File: src/verilog/bufferPkg.sv
`default_nettype none

package bufferPkg;

    ////////////////////////////////////////
    // Data path widths
    ////////////////////////////////////////

    localparam int SampleWidth = 16;
    localparam int WordWidth = 32;
    localparam int SamplesPerWord = WordWidth / SampleWidth;

    ////////////////////////////////////////
    // Memory geometry
    ////////////////////////////////////////

    // Depth counted in narrow samples
    localparam int RamDepth = 1024;
    localparam int SampleAddrWidth = $clog2(RamDepth);
    localparam int WordAddrWidth = $clog2(RamDepth / SamplesPerWord);

    // Low latency choice, 3 selects high performance
    localparam int DefaultReadLatency = 1;

    typedef logic [SampleWidth-1:0] sample_t;
    typedef logic [WordWidth-1:0] word_t;
    typedef logic [SampleAddrWidth-1:0] sampleAddr_t;
    typedef logic [WordAddrWidth-1:0] wordAddr_t;

    // Narrow write port
    typedef struct packed {
        logic en;
        sampleAddr_t addr;
        sample_t data;
    } ramWrite_t;

    // Wide read port
    typedef struct packed {
        logic en;
        wordAddr_t addr;
    } ramRead_t;

endpackage

`default_nettype wire
File: src/verilog/wordReader.sv
`timescale 1ns/1ps
`default_nettype none

module wordReader #(
    parameter int readLatency = bufferPkg::DefaultReadLatency
) (
    input  logic                clkA,
    input  logic                rstN,
    input  logic                wordReq,
    input  logic                wordAvail,
    input  bufferPkg::word_t    rdData,
    output bufferPkg::ramRead_t rdPort,
    output logic                rdAccepted,
    output logic                wordValid,
    output bufferPkg::word_t    wordOut
);

    // Next word to hand out
    bufferPkg::wordAddr_t rdPtr;

    // One bit per RAM output stage
    logic [readLatency-1:0] validPipe;

    ////////////////////////////////////////
    // Request acceptance
    ////////////////////////////////////////

    assign rdAccepted = wordReq && wordAvail;

    always_ff @(posedge clkA) begin
        if (!rstN) begin
            rdPtr <= '0;
            rdPort.en <= 1'b0;
        end else begin
            rdPort.en <= rdAccepted;
            if (rdAccepted) begin
                rdPtr <= rdPtr + 1'b1;
            end
        end
    end

    // Address captured with the request
    always_ff @(posedge clkA) begin
        rdPort.addr <= rdPtr;
    end

    ////////////////////////////////////////
    // Valid alignment
    ////////////////////////////////////////

    // Tracks each read through the RAM output stages
    always_ff @(posedge clkA) begin
        if (!rstN) begin
            validPipe <= '0;
        end else begin
            validPipe[0] <= rdPort.en;
            for (int i = 1; i < readLatency; i++) begin
                validPipe[i] <= validPipe[i-1];
            end
        end
    end

    assign wordValid = validPipe[readLatency-1];
    assign wordOut = rdData;

endmodule

`default_nettype wire

File: config.mk
export PLATFORM = sky130hd
export DESIGN_NAME = wordReader
export DESIGN_NICKNAME = d
export VERILOG_FILES = /design/src/verilog/bufferPkg.sv /design/src/verilog/wordReader.sv
export SDC_FILE = /design/constraint.sdc
export NUM_CORES = 1
export LEC_CHECK = 0
export ABC_AREA = 1
export BUFFER_PORTS_ARGS = -buffer_cell sky130_fd_sc_hd__clkbuf_2
export CELL_PAD_IN_SITES_DETAIL_PLACEMENT = 1
export CELL_PAD_IN_SITES_GLOBAL_PLACEMENT = 2
export CORE_MARGIN = 8
export CORE_UTILIZATION = 18
export DETAILED_ROUTE_END_ITERATION = 12
export PLACE_DENSITY = 0.91
export SLEW_MARGIN = 20
export SYNTH_ARGS = -nofsm -noshare
export SYNTH_HDL_FRONTEND = slang
export SYNTH_SLANG_ARGS = --single-unit
File: constraint.sdc
create_clock -name clkA -period 1.4 [get_ports clkA]
set_input_delay 0.21 -clock clkA [delete_from_list [all_inputs] [get_ports clkA]]
set_output_delay 0.21 -clock clkA [all_outputs]
set_load 0.02 [all_outputs]
## Word-level counts from Yosys, hierarchy flattened

Cells that the tools add are included.

- Add/sub/neg operators: 1
- Reductions and logical operators: 1

Operators with widths:

| kind | number |
|---|---|
| 9-bit by 1-bit adder with 9-bit output (second input constant) | 1 |
| 1-bit logical AND | 1 |

- Bits in registers: 20
- Bits of input ports: 36
- Output and inout bits: 44

## Depth between registers and ports, before layout

- Depth after elaboration: 1
- Mapped depth: 7

## Least setup slack after synthesis

Ideal clock, no wire load.

- Path kind: reg2reg
- Start point: reg rdPtr[0]
- End point: reg rdPtr[8]
- Arrival time: 945 ps
- Data required time: 1285 ps
- Slack: 340 ps
- Cell stages (with the launch flop): 7
- Buffers on the path: 0
- Period minus slack after synthesis: 1060 ps
- Cell sequence: dfxtp_1 ha_1 nand3_1 nor2_4 nand3_1 nand2_1 nor2_1

- Cells in the longest elaborated chain, start to end: 1

Ends and longest elaborated chain:

| element | RTL line | RTL |
|---|---|---|
| from (decl) | wordReader.sv:19 | `bufferPkg::wordAddr_t rdPtr;` |
| from (signal assigned) | wordReader.sv:37 | `rdPtr <= rdPtr + 1'b1;` |
| 9-bit by 1-bit adder with 9-bit output | wordReader.sv:37 |  |

Every way passes these cells.
A chain may end at the register's enable or synchronous reset.

## Worst setup path in the final report

Ends and elaborated chain as after synthesis.

==> reports/results.txt <==
Die height: 87.0 µm
Total gr overflow: 0
Worst VDD drop: 271 µV
Post-CTS Hold Buffers: 0
Synthesized flop and latch total: 20
Power Density: 1150 nW/µm²
Detail Route Antenna Nets: 0
TNS Setup: 0 ns
Worst slew pin tran: 0.210 ns
CTS max path bufs: 2
Gp weighted congestion: 0.699
Fmax: 816 MHz
Fin cells: 165
WL final: 1.66 mm
Critical path data required time: 1.55 ns
Area Overhead vs Synth: -4.55%
Root buf cell: clkbuf_8
Final Critical Period: 1.23 ns
Hold WC Path Type: input port to flip-flop
Post-DP HPWL: 1.31 mm
Syn_area_per_cell: 8.25 µm²
Sequential area share after synthesis: 44.1%
Setup CP Type: flip-flop to flip-flop
Largest net degree at the start of global routing: 11
Die area: 7570 µm²
Cells after synthesis: 110
Via count: 558
CTS resizes: 0
Final hold vios: 0
Die extent in x: 87.0 µm
1st-pass router iterations: 2
Vias in the first global route: 581
Buffers on Ports: 15
Core area: 4980 µm²
Nets: 134
Critical Path AT: 1.37 ns
Ys Warns: 0
# Post-CTS Setup Buffers: 0
Core Rows: 26
Via density per instance: 3.38
Crit Path Max Fanout: 5
Slew margin rel.: 86.0%
# Max-Cap Violations: 0
Starting Density: 18.2%
Fin crit share: 87.6%
Crit path launch type: flip-flop
CTS HTree Levels: 1
DRC: 0
CTS tree: built
Initial antenna violation count: 0
Global Route Usage Sum: 4.78%
CTS buffer count: 3
Synth cell types: 14
Final setup vio count: 0
Share of post-route cells with drive strength above 1: 22.1%
Outcome: complete, no violations
Clock-pin slew on the worst setup and hold paths: 0.07 ns
N_diodes: 0
Clk Latency, worst-skew pair: 0.25 ns
# clock sinks: 20
Cells after DPL: 162
Routed len/inst: 10.1 µm
Clock Skews: 0.00201 ns
Initial DRC Count: 25
First-pass GRT wire length: 2.73 mm
Syn nets: 147
I/O pin count: 80
Cell area after synthesis: 907 µm²
Critical Path End Type: flip-flop
Count of pins over their slew limit: 0
RSZ-0062 raised after global routing: no
Pleak: 0.386 nW
## worst max-delay path: stages, from the launching register on
cell and delay, ns:
dfxtp_1 0.41, ha_1 0.21, nand3_1 0.16, nor2_4 0.16
nand3_1 0.08, nand2_1 0.07, nor2_1 0.04
## cells by family (layout without fill, tap and decap cells)
logic type,Yosys count,count (layout),synth area share (%)
AO/OA/AOI/OAI,5,5,2.76
XOR/XNOR,2,2,1.93
adder cells (fa/ha/maj),1,1,1.38
buffers and inverters,42,27,30.8
flip-flops,20,20,44.1
AND/OR/NAND/NOR,40,40,19.0
## power by group
group / leakage [nW] / switching (W) / internal, W
Clock: 0.0216 / 0.000167 / 0.000191
Sequential: 0.162 / 0.00000791 / 0.000580
Combinational: 0.202 / 0.0000339 / 0.0000172
Total: 0.386 / 0.000209 / 0.000789
## layout make-up
class / count / area [µm²]
well taps: 70 / 87.6
fillers: 592 / 4110
flip-flops and latches: 20 / 400
multi-input cells: 48 / 228
repair buffers: 15 / 75.1
clock buffers: 3 / 41.3
inverters: 9 / 33.8
## layout by cell type, fill, tap and decap left out
master     n
nor2_2     1
o21ai_0    1
clkbuf_2  15
nor2_1    15
ha_1       1
nand3_1    8
xor2_1     2
clkbuf_8   3
nand2_2    1
nand2_1   14
inv_1      9
dfxtp_1   20
nor2_4     1
a21oi_1    4
## cells in the mapped netlist
| cell type | instances | area [µm²] |
|---|---|---|
| buf_4 | 32 | 240 |
| dfxtp_1 | 20 | 400 |
| nor2_1 | 15 | 56.3 |
| nand2_1 | 14 | 52.6 |
| inv_1 | 9 | 33.8 |
| nand3_1 | 8 | 40.0 |
| a21oi_1 | 4 | 20.0 |
| xor2_1 | 2 | 17.5 |
| buf_2 | 1 | 5.00 |
| ha_1 | 1 | 12.5 |
| nand2_2 | 1 | 6.26 |
| nor2_2 | 1 | 6.26 |
| nor2_4 | 1 | 11.3 |
| o21ai_0 | 1 | 5.00 |
## state kept, by name, indices dropped and copies added (netlist names)
name and cells:
rdPort 10, rdPtr 9, wordValid 1
## path summary, 6_finish.rpt
check                               start         to  slack, ns  cells after the start
worst max register to register   rdPtr[0]   rdPtr[8]       0.17                      6
worst min-delay path            wordAvail  rdPort[9]       0.27                      3
worst min register to register   rdPtr[8]  rdPort[8]       0.37                      0
worst max-delay path             rdPtr[0]   rdPtr[8]       0.17                      6
## per-layer routing
metal  share of wire, %  GRT usage (%)  up-vias
li1                   -              -      272
met1                 38           4.25      266
met2                 49           8.05       16
met3                 11           2.26        4
met4                1.7           4.07        0
met5                  0              0        -
## through the flow
stage	worst slack (ns)	power (W)	cell area [µm²]	util [%]	hold WS (ns)
floorplan	0.340	0.000765	907	-	0.351
global placement	0.267	0.000650	825	16.6	0.367
CTS	0.156	0.00102	866	17.4	0.275
finish	0.174	0.000997	866	17.4	0.274
global route	0.0521	0.00104	866	17.4	0.296
detailed placement	0.162	0.000655	825	16.6	0.365
Power figures use the tool's default switching activity.
