File: config.mk
export PLATFORM = sky130hd
export DESIGN_NAME = fillTracker
export DESIGN_NICKNAME = d
export VERILOG_FILES = /design/src/verilog/bufferPkg.sv /design/src/verilog/statusPkg.sv /design/src/verilog/fillTracker.sv
export SDC_FILE = /design/constraint.sdc
export NUM_CORES = 1
export LEC_CHECK = 0
export ABC_AREA = 1
export CAP_MARGIN = 0
export CORE_MARGIN = 10
export CORE_UTILIZATION = 51
export CTS_BUF_LIST = sky130_fd_sc_hd__clkbuf_8
export CTS_CLUSTER_SIZE = 16
export DETAILED_ROUTE_END_ITERATION = 8
export DONT_BUFFER_PORTS = 1
export PLACE_DENSITY = 0.66
export SYNTH_ARGS = -nofsm -noshare
export SYNTH_HDL_FRONTEND = slang
export SYNTH_SLANG_ARGS = --single-unit
File: constraint.sdc
create_clock -name clkA -period 2.7 [get_ports clkA]
set_input_delay 0.27 -clock clkA [delete_from_list [all_inputs] [get_ports clkA]]
set_output_delay 0.27 -clock clkA [all_outputs]
set_load 0.03 [all_outputs]
File: src/verilog/bufferPkg.sv
`default_nettype none

package bufferPkg;

    ////////////////////////////////////////
    // Data path widths
    ////////////////////////////////////////

    localparam int SampleWidth = 16;
    localparam int WordWidth = 32;
    localparam int SamplesPerWord = WordWidth / SampleWidth;

    ////////////////////////////////////////
    // Memory geometry
    ////////////////////////////////////////

    // Depth counted in narrow samples
    localparam int RamDepth = 1024;
    localparam int SampleAddrWidth = $clog2(RamDepth);
    localparam int WordAddrWidth = $clog2(RamDepth / SamplesPerWord);

    // Low latency choice, 3 selects high performance
    localparam int DefaultReadLatency = 1;

    typedef logic [SampleWidth-1:0] sample_t;
    typedef logic [WordWidth-1:0] word_t;
    typedef logic [SampleAddrWidth-1:0] sampleAddr_t;
    typedef logic [WordAddrWidth-1:0] wordAddr_t;

    // Narrow write port
    typedef struct packed {
        logic en;
        sampleAddr_t addr;
        sample_t data;
    } ramWrite_t;

    // Wide read port
    typedef struct packed {
        logic en;
        wordAddr_t addr;
    } ramRead_t;

endpackage

`default_nettype wire
File: src/verilog/statusPkg.sv
`default_nettype none

package statusPkg;

    ////////////////////////////////////////
    // Fill level and flags
    ////////////////////////////////////////

    // One extra bit so a full buffer reads as 1024
    localparam int LevelWidth = $clog2(bufferPkg::RamDepth) + 1;

    typedef logic [LevelWidth-1:0] level_t;

    typedef struct packed {
        level_t level;
        logic full;
        logic wordAvail;
        // Single cycle error pulses
        logic overflow;
        logic underflow;
    } bufStatus_t;

endpackage

`default_nettype wire

File: src/verilog/fillTracker.sv
`timescale 1ns/1ps
`default_nettype none

module fillTracker (
    input  logic                   clkA,
    input  logic                   rstN,
    input  logic                   wrAccepted,
    input  logic                   rdAccepted,
    input  logic                   sampleValid,
    input  logic                   wordReq,
    output statusPkg::bufStatus_t  status
);

    statusPkg::level_t level;
    logic overflow;
    logic underflow;

    ////////////////////////////////////////
    // Sample count
    ////////////////////////////////////////

    // One up per write, two down per word read
    always_ff @(posedge clkA) begin
        if (!rstN) begin
            level <= '0;
        end else begin
            level <= level + statusPkg::level_t'(wrAccepted)
                - (rdAccepted ? statusPkg::level_t'(bufferPkg::SamplesPerWord) : '0);
        end
    end

    // Rejected strobes and requests
    always_ff @(posedge clkA) begin
        if (!rstN) begin
            overflow <= 1'b0;
            underflow <= 1'b0;
        end else begin
            overflow <= sampleValid && !wrAccepted;
            underflow <= wordReq && !rdAccepted;
        end
    end

    ////////////////////////////////////////
    // Status word
    ////////////////////////////////////////

    always_comb begin
        status.level = level;
        status.full = (level == statusPkg::level_t'(bufferPkg::RamDepth));
        status.wordAvail = (level >= statusPkg::level_t'(bufferPkg::SamplesPerWord));
        status.overflow = overflow;
        status.underflow = underflow;
    end

endmodule

`default_nettype wire

Yosys cells after proc, flatten, opt, wreduce, memory -nomap -nowiden
Index checks and enable logic that the tools add are counted.
Word-level totals
  logic and storage cells: 12
  output and inout port bits: 15
  input bits: 6
  register bits after elaboration: 13
Cells by class
  equal/unequal tests: 1
  multiplexer cells: 1
  reduce and logical (&&, ||, !) cells: 4
  add/sub/neg operators: 2
  $lt $le $gt $ge: 1
Operators by type and width (count)
  $add A11 B1 Y11: 1
  $eq A11 B11 Y1 const B: 1
  $ge A11 B2 Y1 const B: 1
  $sub A11 B2 Y11: 1
  $logic_and A1 B1 Y1: 2
  $logic_not A1 Y1: 2
  $mux W2: 1

Logic depth before layout (Yosys ltp)
  depth in word-level cells: 2
  gate-level depth with buffers: 13
  depth with buffers taken out: 13

Worst setup path after synthesis
Ideal clock, no wire load.
  path type: register -> output
  from: reg level[7]
  to: out status[3] in the netlist's numbering
  setup slack: 0.714 ns
  buffers on the path: 0
  cell stages (with the launch flop): 5
  required time: 2.430 ns
  data arrival time: 1.716 ns
  path through: dfxtp_1 -> inv_1 -> ha_1 -> nand2_1 -> nor4_1
RTL lines
  from (decl): line fillTracker.sv:14  | statusPkg::level_t level;
  from (signal assigned): line fillTracker.sv:27  | level <= level + statusPkg::level_t'(wrAccepted)
  to (decl): line fillTracker.sv:11  | output statusPkg::bufStatus_t status

==> implementation parameters <==
Parameter                              Value

STA
  Count of final hold-check violations    0
  Fin crit share    77.3%
  Final worst path period need    2.09 ns
  Remaining max-slew budget at the tightest pin    73.1%
  Unrepaired setup endpoints after global routing    no
  Max Fclk    479 MHz
  Transition time at the pin with the least slew margin    0.403 ns
  Final setup violation count    0
  Clock skew after layout    0.00345 ns
  Final total negative setup slack    0 ns
  Pins Over Slew Limit    0
  Worst Setup Slack, final    0.614 ns

Placed design
  Cell area reported after detailed placement    1120 um2
  Post-DP HPWL    1930 um
  Number of I/O port buffers    0
  Number of placed instances with taps included    186
  DP Worst Slack    0.832 ns
  Last weighted congestion value of the routability-driven placer    0.850

Global route
  First-pass GRT wire length    3850 um
  Number of antenna violations at the first check in global routing    0
  All-Layer GR Usage    11.1%
  Maximum number of pins on one net before global-route repair    12
  Number of global-route vias before repair    861
  Global route overflow    0

Worst setup path
  CP top delay family    flip-flops
  Critical path class    reg2out
  Type of element capturing the critical path    output pin
  Buffer and inverter count on the worst path    1
  Setup crit start kind    flop
  Register-to-register setup slack    0.79 ns
  CP Data Arrival Time    1.82 ns
  Critical-path cell with the highest stage delay    dfxtp_1
  Largest fanout of any net on the critical path    3
  Crit path top cell by count    nand3_1
  Largest incremental delay on the critical path    0.54 ns
  List of cells traversed by the critical path    inv_1, ha_1, nand3_1, nand2_1, a21boi_0, o21ai_0, nand3_1
  Worst endpoint required time    2.43 ns

Die
  # IOs    21
  Placeable core region    2000 um2
  Starting density of the core    55.1%
  Number of standard-cell rows in the floorplan    16
  Die height    66.5 um
  DIE AREA    4420 um2
  Die W    66.5 um

Clock network
  Clock slew at the register clock pins of the worst setup and hold paths    0.06 ns
  CTS H-tree depth    1
  CTS tree    built
  Post-cts gate resize count    0
  Worst skew pair latency    0.25 ns
  Postcts setup bufs    0
  TritonCTS Buffers    3
  Clock root buffer    clkbuf_8
  Clk sinks    13
  Largest buffer count on any clock path    2
  Quantity of hold-fixing buffers added after cts    0

Job
  Max-capacitance violation count    0

Yosys
  Portion of synthesized cell area occupied by the leading cell type    25.0%
  Proportion of register bits with asynchronous set or reset after synthesis    0%
  Mean instance size in the synthesized netlist    6.85 um2
  Post-synth EDFFs    0
  Flop and latch count out of synthesis    13
  Synthesized netlist cell count    161
  Proportion of synthesized chip area in sequential cells    23.6%
  Commonest register cell after synthesis    dfxtp_1
  Post-Syn Nets    189
  Post-Synthesis Cell Area    1100 um2
  Number of distinct library cell variants in the gate-level netlist after synthesis    20
  Cell type contributing the most total cell area after synthesis    ha_1
  Main area contributors after synthesis    ha_1, dfxtp_1, inv_1, nand2_1, nor2_1
  Synthesis Warnings    0

Route
  Antenna-violating nets left    0
  Number of iterations in the first detailed-routing pass    4
  Post-Route WL    2340 um
  Via count normalized by instance count    4.86
  Routed vias    924
  Post-route DRC violation count    0
  DRT iter0 DRCs    65
  Post-DR wirelength/cell    12.3 um

Cells and area
  Count of antenna diodes in the layout    0
  Most common cell after layout, fill and taps aside    inv_1
  Area of all placed cells without fillers    1170 um2
  Area Overhead vs Synth    6.13%
  Share of post-route cells with drive strength above 1    7.98%
  Leading cell types in the layout, fill and taps excluded    inv_1, nand2_1, ha_1
  Layout filler cell count    189
  Count of nets after finishing    192
  Non-filler cells in the finished layout    190

Status
  Status    finished clean

Worst hold path
  Min-delay worst type    in2reg
## per-layer routing
metal	routed length, um	vias to the layer above	share of wire, %	global-route usage (%)
met5	0	-	0	0
met4	22	0	0.94	4.71
met3	267	4	11	5.35
met2	968	34	41	16.0
met1	1080	386	46	13.6
li1	-	500	-	-
## final cells by class
| type | count | area, um2 | area share, % |
|---|---|---|---|
| multi-input cells | 109 | 687 | 58.7 |
| clock buffers | 3 | 41.3 | 3.53 |
| clock inverters | 1 | 5.00 | 0.428 |
| flip-flops and latches | 13 | 260 | 22.2 |
| inverters | 36 | 135 | 11.6 |
| well taps | 27 | 33.8 | 2.89 |
| repair buffers | 1 | 7.51 | 0.642 |
## per-stage QoR
stage	hold WS, ns	utilization [%]
final	0.0809	58.4
after global routing	0.0685	58.4
after CTS	0.0754	58.4
after detailed placement	0.344	56.1
after global placement	0.342	56.1
after floorplan	0.342	-
## worst reg2reg max path: stages (launching register included)
cell	delay, ns
dfxtp_1	0.57
ha_1	0.34
inv_1	0.08
ha_1	0.17
inv_1	0.04
nand2_1	0.06
nand2_1	0.07
nand2_1	0.10
nor2_1	0.05
nor2_1	0.15
nand2_1	0.07
nand2_1	0.06
nor2_1	0.04
## sequential cells by signal (all words and copies together) (netlist names)
register   count
level         11
overflow       1
underflow      1
## Yosys cell counts, types with 4 or more instances
cell type  instances
a21oi_1            9
dfxtp_1           13
ha_1              22
inv_1             32
inv_2              4
nand2_1           31
nand3_1           12
nor2_1            17
o21ai_0            6
## kinds of logic after synthesis
| family | after synthesis | synth area share (%) |
|---|---|---|
| buf+inv | 39 | 14.1 |
| compound gates | 22 | 12.5 |
| flops | 13 | 23.6 |
| fa+ha+maj | 22 | 25.0 |
| simple gates | 65 | 24.9 |
## path summary, 6_finish.rpt
kind              startpoint        end  cells past startpoint
setup / recovery    level[3]  status[2]                      7
hold / removal    wrAccepted   overflow                      1
setup reg to reg    level[1]   level[8]                     12
hold reg to reg     level[0]   level[0]                      3
Power is not shown: default switching activity piles up to over one toggle a cycle in this logic, so the estimate is an artifact.
