--- config.mk ---
export PLATFORM = sky130hd
export DESIGN_NAME = sampleWriter
export DESIGN_NICKNAME = d
export VERILOG_FILES = /design/src/verilog/bufferPkg.sv /design/src/verilog/sampleWriter.sv
export SDC_FILE = /design/constraint.sdc
export NUM_CORES = 1
export LEC_CHECK = 0
export BUFFER_PORTS_ARGS = -buffer_cell sky130_fd_sc_hd__buf_2
export CORE_UTILIZATION = 25
export CTS_BUF_LIST = sky130_fd_sc_hd__clkbuf_2
export CTS_CLUSTER_SIZE = 25
export DETAILED_ROUTE_END_ITERATION = 8
export HOLD_SLACK_MARGIN = 0.15
export MAX_ROUTING_LAYER = met4
export PLACE_DENSITY = 0.58
export SETUP_SLACK_MARGIN = 0.3
export SLEW_MARGIN = 5
export SYNTH_ARGS = -nofsm -noshare
export SYNTH_HDL_FRONTEND = slang
export SYNTH_SLANG_ARGS = --single-unit
--- constraint.sdc ---
create_clock -name clkA -period 1.8 [get_ports clkA]
set_clock_uncertainty 0.05 [all_clocks]
set_input_delay 0.27 -clock clkA [delete_from_list [all_inputs] [get_ports clkA]]
set_output_delay 0.27 -clock clkA [all_outputs]
set_load 0.005 [all_outputs]
--- src/verilog/bufferPkg.sv ---
`default_nettype none

package bufferPkg;

    ////////////////////////////////////////
    // Data path widths
    ////////////////////////////////////////

    localparam int SampleWidth = 16;
    localparam int WordWidth = 32;
    localparam int SamplesPerWord = WordWidth / SampleWidth;

    ////////////////////////////////////////
    // Memory geometry
    ////////////////////////////////////////

    // Depth counted in narrow samples
    localparam int RamDepth = 1024;
    localparam int SampleAddrWidth = $clog2(RamDepth);
    localparam int WordAddrWidth = $clog2(RamDepth / SamplesPerWord);

    // Low latency choice, 3 selects high performance
    localparam int DefaultReadLatency = 1;

    typedef logic [SampleWidth-1:0] sample_t;
    typedef logic [WordWidth-1:0] word_t;
    typedef logic [SampleAddrWidth-1:0] sampleAddr_t;
    typedef logic [WordAddrWidth-1:0] wordAddr_t;

    // Narrow write port
    typedef struct packed {
        logic en;
        sampleAddr_t addr;
        sample_t data;
    } ramWrite_t;

    // Wide read port
    typedef struct packed {
        logic en;
        wordAddr_t addr;
    } ramRead_t;

endpackage

`default_nettype wire
--- src/verilog/sampleWriter.sv ---
`timescale 1ns/1ps
`default_nettype none

module sampleWriter (
    input  logic                 clkA,
    input  logic                 rstN,
    input  logic                 sampleValid,
    input  bufferPkg::sample_t   sampleIn,
    input  logic                 full,
    output bufferPkg::ramWrite_t wrPort,
    output logic                 wrAccepted
);

    // Next free sample slot
    bufferPkg::sampleAddr_t wrPtr;

    ////////////////////////////////////////
    // Acceptance
    ////////////////////////////////////////

    // Strobes while full are lost
    assign wrAccepted = sampleValid && !full;

    // Write lands in the RAM at the same edge
    always_comb begin
        wrPort.en = wrAccepted;
        wrPort.addr = wrPtr;
        wrPort.data = sampleIn;
    end

    ////////////////////////////////////////
    // Write pointer
    ////////////////////////////////////////

    // Wraps at the end of the RAM on its own
    always_ff @(posedge clkA) begin
        if (!rstN) begin
            wrPtr <= '0;
        end else if (wrAccepted) begin
            wrPtr <= wrPtr + 1'b1;
        end
    end

endmodule

`default_nettype wire

== Word-level counts from Yosys, hierarchy flattened ==
Index checks and enable logic that the tools add are counted.
Word-level totals
  flip-flop bits (word level): 10
  input bits: 20
  output and inout port bits: 28
  logic and storage cells: 4
Cells by class
  add/subtract/negate cells: 1
  reduce and logical (&&, ||, !) cells: 2
Operators by type and width (count)
  $add A10 B1 Y10 const B: 1
  $logic_and A1 B1 Y1: 1
  $logic_not A1 Y1: 1

== Depth between registers and ports, before layout ==
Gate-level depths: netlist of the first run.
  word-level depth: 2
  depth in mapped cells: 4
  mapped depth without buffers: 4

== Worst setup path before layout of the first run ==
OpenSTA, ideal clock, no wires.
  path type: register -> register
  start: register wrPtr[0]
  end: register wrPtr[8]
  library setup time: 0.072 ns
  arrival time: 1.311 ns
  data required time: 1.678 ns
  path slack: 0.367 ns
  cell stages (with the launch flop): 5
  path buffers: 0
  clock period less this slack: 1.433 ns
  cells stage by stage: dfxtp_1 > ha_1 > nand3b_4 > or4_1 > a21oi_1
On the way
  word-level cells in the longest chain between the ends: 1
Ends and longest elaborated chain
  start, declared: RTL line sampleWriter.sv:15  | bufferPkg::sampleAddr_t wrPtr;
  start signal, assigned: RTL line sampleWriter.sv:40  | wrPtr <= wrPtr + 1'b1;
  $add A10 B1 Y10: RTL line sampleWriter.sv:40
Every way passes these cells.
A chain may end at the register's enable or synchronous reset.

== Final worst setup path of the first run ==
  start: register wrPtr[0]
  end: register wrPtr[6]
The elaborated chain is that of the path after synthesis.

==> results.py, run 1 <==
metrics = {
    "status": {
        "outcome": "complete, no violations",
    },
    "sta": {
        "fmaxAchievable_ghz": 0.7052,
        "min_period_ps": 1418,
        "period_share": 0.7879,
        "relSlewSlack": 0.7965,
        "setup_viol": 0,
        "tightestPinTransition_ps": 302.5,
        "tns_ps": 0,
        "fin_ws_ps": 381.9,
        "slew_viol_final": 0,
        "holdWs_ps": 217.5,
        "rsz0062_at_grt": "false",
        "final-hold-violation-count": 0,
    },
    "floorplanning": {
        "coreArea_um2": 2233,
        "num_rows": 17,
        "die_w_um": 50.86,
        "io_pins": 48,
        "start_util": 0.2672,
        "dieHeight_um": 50.86,
        "dieArea_um2": 2587,
    },
    "job": {
        "drv_cap": 0,
    },
    "yosys": {
        "yosysTopAreaCell": "dfxtp_1",
        "ys_seq_area_frac": 0.3354,
        "avgSynthCellArea_um2": 8.908,
        "synth-compound-area-share": 0.1132,
        "synth_seq_cells": 10,
        "synthAdderAreaFrac": 0.02096,
        "synth_common_cells": "buf_4 (17), dfxtp_1 (10), a21oi_1 (6)",
        "synthCells": 67,
        "syn-num-nets": 88,
        "synth-xor-area-share": 0.02935,
        "synth-edff-count": 0,
        "ys.flop_type": "dfxtp_1",
        "synthMuxAreaShare": 0.03354,
        "yosysTopAreaCellShare": 0.3354,
        "synth_area_leaders": "dfxtp_1 (34%), buf_4 (21%), a21oi_1 (5.0%)",
        "synth_top_family_by_area": "buffers and inverters",
        "yosys_warnings": 0,
        "synthesis.area_um2": 596.8,
        "synthSimpleGateAreaFrac": 0.2285,
        "yosysMostFrequentCell": "buf_4",
        "synth.distinct_cells": 22,
        "async_flop_share": 0,
    },
    "global_routing": {
        "grt_first_pass_wirelength_um": 1538,
        "grt_max_degree": 10,
        "antenna_found_initial": 0,
        "first_global_vias": 347,
        "gr-usage-all-layers": 0.08612,
        "grt-ovfl-total": 0,
    },
    "detailed_routing": {
        "drt-initial-drc-count": 12,
        "drt.antenna.violating_nets": 0,
        "drt-total-wl_um": 1016,
        "drc_errors": 0,
        "wl_per_cell_um": 10.47,
        "dr_total_vias": 444,
        "drt_pass1_iterations": 4,
        "post_drt_via_cell_ratio": 4.577,
    },
    "cells_and_area": {
        "fill_cells": 252,
        "multiInputGateArea_um2": 256.5,
        "antenna_cells": 0,
        "fin_util": 0.2711,
        "top_regs": "wrPtr: 10 flops",
        "top_register": "wrPtr",
        "drive_gt1_frac": 0.3623,
        "final_cells": 97,
        "fin_nets": 91,
        "largest_reg_flops": 10,
        "register_area_um2": 205.2,
        "area_delta_synth_final_pct": 1.468,
        "fin_area_um2": 605.6,
    },
    "clocking": {
        "cts.path.max_buffers": 2,
        "ctsRootBufferMaster": "clkbuf_2",
        "h-tree-depth": 1,
        "cts_hold_buffers": 0,
        "cts_buffers": 3,
        "cts.clk_slew.worst_paths_ps": 120,
        "cts.sinks": 10,
        "insertion_delay_ps": 260,
        "cts_tree": "built",
    },
    "critical_path": {
        "start_kind": "flop",
        "crit_buf_inv": 0,
        "rrSetupSlack_ps": 380,
        "r2r_start": "wrPtr[0]",
        "rr_endpoint": "wrPtr[6]",
        "critPathSlowestCell": "or4_1",
        "critPathRequiredTime_ps": 1950,
        "crit_fanout": 7,
        "cp_top_family": "simple AND/OR/NAND/NOR gates",
        "arrival_ps": 1570,
        "end_kind": "flop",
        "worst_r2r_path_depth": 4,
        "cpPeakStageDelay_ps": 470,
        "cp.depth": 4,
        "criticalPathCategory": "flop to flop",
        "crit_path_cell_trace": "ha_2 -> nand3b_4 -> or4_1 -> a21oi_1",
    },
    "worst_hold_path": {
        "hp-start": "rstN",
        "holdPathStages": 3,
        "hp-class": "input pin to flop",
        "hold_end": "wrPtr[9]",
    },
    "place": {
        "post_dp_cell_area_um2": 579.3,
        "gp_congestion": 0.6904,
        "port_buffers": 15,
        "place_hpwl_um": 760.6,
        "dp_slack_ps": 299.1,
        "dp.cells": 93,
    },
    "pwr": {
        "combPwrFrac": 0.067,
        "power.share.clock": 0.337,
        "swShare": 0.2538,
        "ir_worst_vdd_mv": 0.4105,
        "leakage_nw": 0.2404,
        "p_per_area_nw_per_um2": 631.1,
        "finalPower_uw": 382.2,
        "switchingPower_uw": 97.02,
        "p_int_uw": 285.2,
        "pwr-share-seq": 0.596,
    },
}
-- power groups by stage --
stage          sequential, mW  clock [mW]  combinational, mW
2_1_floorplan           0.232           0             0.0433
3_3_place_gp            0.232           0             0.0255
3_5_place_dp            0.232           0             0.0254
4_1_cts                 0.228       0.135             0.0256
5_1_grt                 0.228       0.146             0.0284
6_report                0.228       0.129             0.0255
-- placed cells by master, fill, tap and decap left out, drive strengths merged --
master | netlist | layout
or3 | 3 | 3
or4 | 3 | 3
nand4b | 1 | 1
nor4 | 1 | 1
ha | 1 | 1
buf | 17 | 15
clkinv | 1 | 2
o21ai | 3 | 3
nand3b | 1 | 1
dfxtp | 10 | 10
mux2i | 2 | 2
nor2b | 1 | 1
nand2b | 1 | 1
xnor2 | 2 | 2
clkbuf | 0 | 3
inv | 3 | 3
nand2 | 3 | 3
nor2 | 3 | 3
a21oi | 6 | 6
o31ai | 3 | 3
nand3 | 2 | 2
-- worst register-to-register path, stage by stage, from the launching register on --
cell      delay (ps)
dfxtp_4          390
ha_2             190
nand3b_4         110
or4_1            480
a21oi_1          140
-- final cells by class --
type | count | area share
timing repair buffer | 15 | 0.1240
inverter | 4 | 0.02479
tap | 28 | 0.05785
multi-input combinational | 36 | 0.4236
sequential | 10 | 0.3388
clock buffer | 3 | 0.02479
clock inverter | 1 | 0.006198
-- repair_timing --
action | in CTS | in global routing
resized for setup | 2 | 2
endpoints found under the setup margin | 1 | 1
setup buffers | 0 | 0
pin swaps | 0 | 2
-- routing by layer --
layer / vias to the layer above / global-route usage / routed length [um] / share of wire
li1: 219 / - / - / -
met1: 204 / 0.09206 / 458 / 0.45
met2: 19 / 0.1222 / 435 / 0.43
met3: 2 / 0.05655 / 120 / 0.12
met4: 0 / 0.04167 / 2 / 0.0020
met5: - / - / 0 / 0
-- worst max-delay path by stage --
stage                   from        to  slack (ps)
CTS                 wrPtr[0]  wrPtr[8]         320
detailed placement  wrPtr[0]  wrPtr[8]         300
global placement    wrPtr[0]  wrPtr[8]         360
finish              wrPtr[0]  wrPtr[6]         380
floorplan           wrPtr[0]  wrPtr[8]         370
global route        wrPtr[0]  wrPtr[8]         330
-- kinds of logic after synthesis --
| logic type | count (synthesis) |
|---|---|
| mux | 2 |
| compound gates | 12 |
| fa+ha+maj | 1 |
| flops | 10 |
| buf+inv | 21 |
| xor+xnor | 2 |
| simple gates | 19 |
Note: power is estimated with default switching activity, not from simulation.
==> run 2: changes to the inputs <==
Settings changed: ABC_AREA from default to 1.
Clock period 1.8 ns to 1.45 ns, I/O delays scaled along.
==> run 2 against run 1 <==
Cell count is 23% higher; worst hold slack worse by 48 ps; global-route usage is 0.71 points higher; clock power is 26% higher; register-to-register slack hardly changed; wire length is 15% higher; critical path depth is 3 lower; critical path type is now flop to output port; area after synthesis is 4.6% higher; largest power group unchanged; total power is 28% higher; combinational power is 63% higher.
==> results.py, run 2 <==
metrics = {
    "status": {
        "outcome": "complete, no violations",
    },
    "critical_path": {
        "start_kind": "flop",
        "criticalPathCategory": "flop to output port",
        "critPathRequiredTime_ps": 1180,
        "cpPeakStageDelay_ps": 420,
        "arrival_ps": 820,
        "crit_path_cell_trace": "buf_2",
        "crit_buf_inv": 1,
        "end_kind": "output port",
        "worst_r2r_path_depth": 5,
        "rrSetupSlack_ps": 370,
        "cp.depth": 1,
        "cp_top_family": "flip-flops",
        "crit_fanout": 5,
        "critPathSlowestCell": "dfxtp_1",
    },
    "global_routing": {
        "antenna_found_initial": 0,
        "first_global_vias": 421,
        "grt-ovfl-total": 0,
        "grt_max_degree": 9,
        "grt_first_pass_wirelength_um": 1759,
        "gr-usage-all-layers": 0.09324,
    },
    "cells_and_area": {
        "antenna_cells": 0,
        "drive_gt1_frac": 0.3077,
        "fin_util": 0.2980,
        "area_delta_synth_final_pct": 8.617,
        "fill_cells": 244,
        "top_register": "wrPtr",
        "largest_reg_flops": 10,
        "multiInputGateArea_um2": 284.0,
        "final_cell_mix": "nand2_1 (15), buf_2 (15), inv_1 (11), nor2_1 (11), dfxtp_1 (7)",
        "final_cells": 119,
        "top_regs": "wrPtr: 10 flops",
        "fin_area_um2": 678.2,
        "fin_nets": 113,
        "register_area_um2": 209.0,
    },
    "sta": {
        "fmaxAchievable_ghz": 0.9207,
        "min_period_ps": 1086,
        "setup_viol": 0,
        "tightestPinTransition_ps": 217.9,
        "tns_ps": 0,
        "slew_viol_final": 0,
        "relSlewSlack": 0.8542,
        "holdWs_ps": 169.9,
        "final-hold-violation-count": 0,
        "period_share": 0.7491,
        "rsz0062_at_grt": "true",
        "fin_ws_ps": 363.8,
    },
    "pwr": {
        "switchingPower_uw": 132.0,
        "power.share.clock": 0.331,
        "swShare": 0.2706,
        "pwr-share-seq": 0.584,
        "p_per_area_nw_per_um2": 719.4,
        "finalPower_uw": 487.8,
        "p_int_uw": 355.8,
        "leakage_nw": 0.3165,
        "ir_worst_vdd_mv": 0.2884,
        "combPwrFrac": 0.085,
    },
    "floorplanning": {
        "num_rows": 17,
        "coreArea_um2": 2276,
        "dieArea_um2": 2701,
        "dieHeight_um": 51.98,
        "io_pins": 48,
        "start_util": 0.2743,
        "die_w_um": 51.98,
    },
    "yosys": {
        "synth.distinct_cells": 17,
        "yosys_warnings": 0,
        "synth_area_leaders": "dfxtp_1 (32%), buf_4 (20%), nand2_1 (9.0%)",
        "synthCells": 88,
        "yosysTopAreaCellShare": 0.3206,
        "syn-num-nets": 109,
        "async_flop_share": 0,
        "synth_seq_cells": 10,
        "synth-edff-count": 0,
        "yosysMostFrequentCell": "buf_4",
        "ys_seq_area_frac": 0.3206,
        "yosysTopAreaCell": "dfxtp_1",
        "synthesis.area_um2": 624.3,
        "avgSynthCellArea_um2": 7.095,
        "synth_common_cells": "buf_4 (17), nand2_1 (15), inv_1 (11), nor2_1 (11), dfxtp_1 (10)",
        "ys.flop_type": "dfxtp_1",
    },
    "job": {
        "drv_cap": 0,
    },
    "clocking": {
        "cts.sinks": 10,
        "cts_buffers": 3,
        "cts.clk_slew.worst_paths_ps": 110,
        "ctsRootBufferMaster": "clkbuf_2",
        "cts.path.max_buffers": 2,
        "cts_tree": "built",
        "h-tree-depth": 1,
        "insertion_delay_ps": 260,
    },
    "place": {
        "port_buffers": 15,
        "post_dp_cell_area_um2": 603.1,
        "gp_congestion": 0.8632,
        "dp.cells": 113,
        "dp_slack_ps": 230.9,
        "place_hpwl_um": 854.3,
    },
    "detailed_routing": {
        "drt-initial-drc-count": 4,
        "dr_total_vias": 487,
        "wl_per_cell_um": 9.782,
        "drc_errors": 0,
        "drt.antenna.violating_nets": 0,
        "drt_pass1_iterations": 4,
        "post_drt_via_cell_ratio": 4.092,
        "drt-total-wl_um": 1164,
    },
    "worst_hold_path": {
        "holdPathStages": 3,
        "hp-class": "input pin to flop",
    },
}
run 2: changes by cell type in the layout (fill, tap and decap cells not counted), moves of 3 or more:
cell / before / now
nor2_1: 3 / 11
or4_1: 3 / 0
o31ai_1: 3 / 0
nand2_1: 3 / 15
nand3_1: 1 / 5
inv_1: 3 / 11
run 2: area by class of cell:
| cell class | count | share of cell area |
|---|---|---|
| Sequential cell | 10 | 0.3081 |
| Tap cell | 28 | 0.05166 |
| Multi-Input combinational cell | 49 | 0.4188 |
| Inverter | 11 | 0.06089 |
| Clock inverter | 1 | 0.005535 |
| Timing Repair Buffer | 17 | 0.1328 |
| Clock buffer | 3 | 0.02214 |
run 2: final timing paths:
path | from | to
min reg2reg | wrPtr[8] | wrPtr[8]
min | full | wrPtr[1]
max reg2reg | wrPtr[0] | wrPtr[2]
max | wrPtr[6] | wrPort[22]
run 2: kinds of logic (layout without fill, tap and decap cells):
| group | count (synthesis) | count (layout) | synth area share |
|---|---|---|---|
| AOI/OAI and AO/OA | 8 | 8 | 0.07212 |
| xor gates and xnor gates | 1 | 1 | 0.01403 |
| adders and majority gates | 1 | 1 | 0.02004 |
| buffers and inverters | 29 | 32 | 0.2765 |
| DFF | 10 | 10 | 0.3206 |
| and+or+nand+nor | 39 | 39 | 0.2966 |
run 2: what timing repair did:
action                                  CTS  global route
endpoints found under the setup margin    3             5
hold buffers                              0             0
resized for setup                         6             4
endpoints found under the hold margin     0             0
pin swaps                                 2             5
setup buffers                             0             2
run 2: power by group through the flow:
stage	combinational (mW)	sequential (mW)	clock, mW
after global routing	0.0469	0.286	0.176
final	0.0416	0.285	0.162
after floorplan	0.0579	0.289	0
after detailed placement	0.0364	0.289	0
after CTS	0.0401	0.286	0.169
after global placement	0.0363	0.289	0
run 2: metal layers:
metal	GRT usage	routed length [um]	vias up
li1	-	-	266
met1	0.1060	552	203
met2	0.1154	505	14
met3	0.04386	89	4
met4	0.09009	17	0
met5	-	0	-
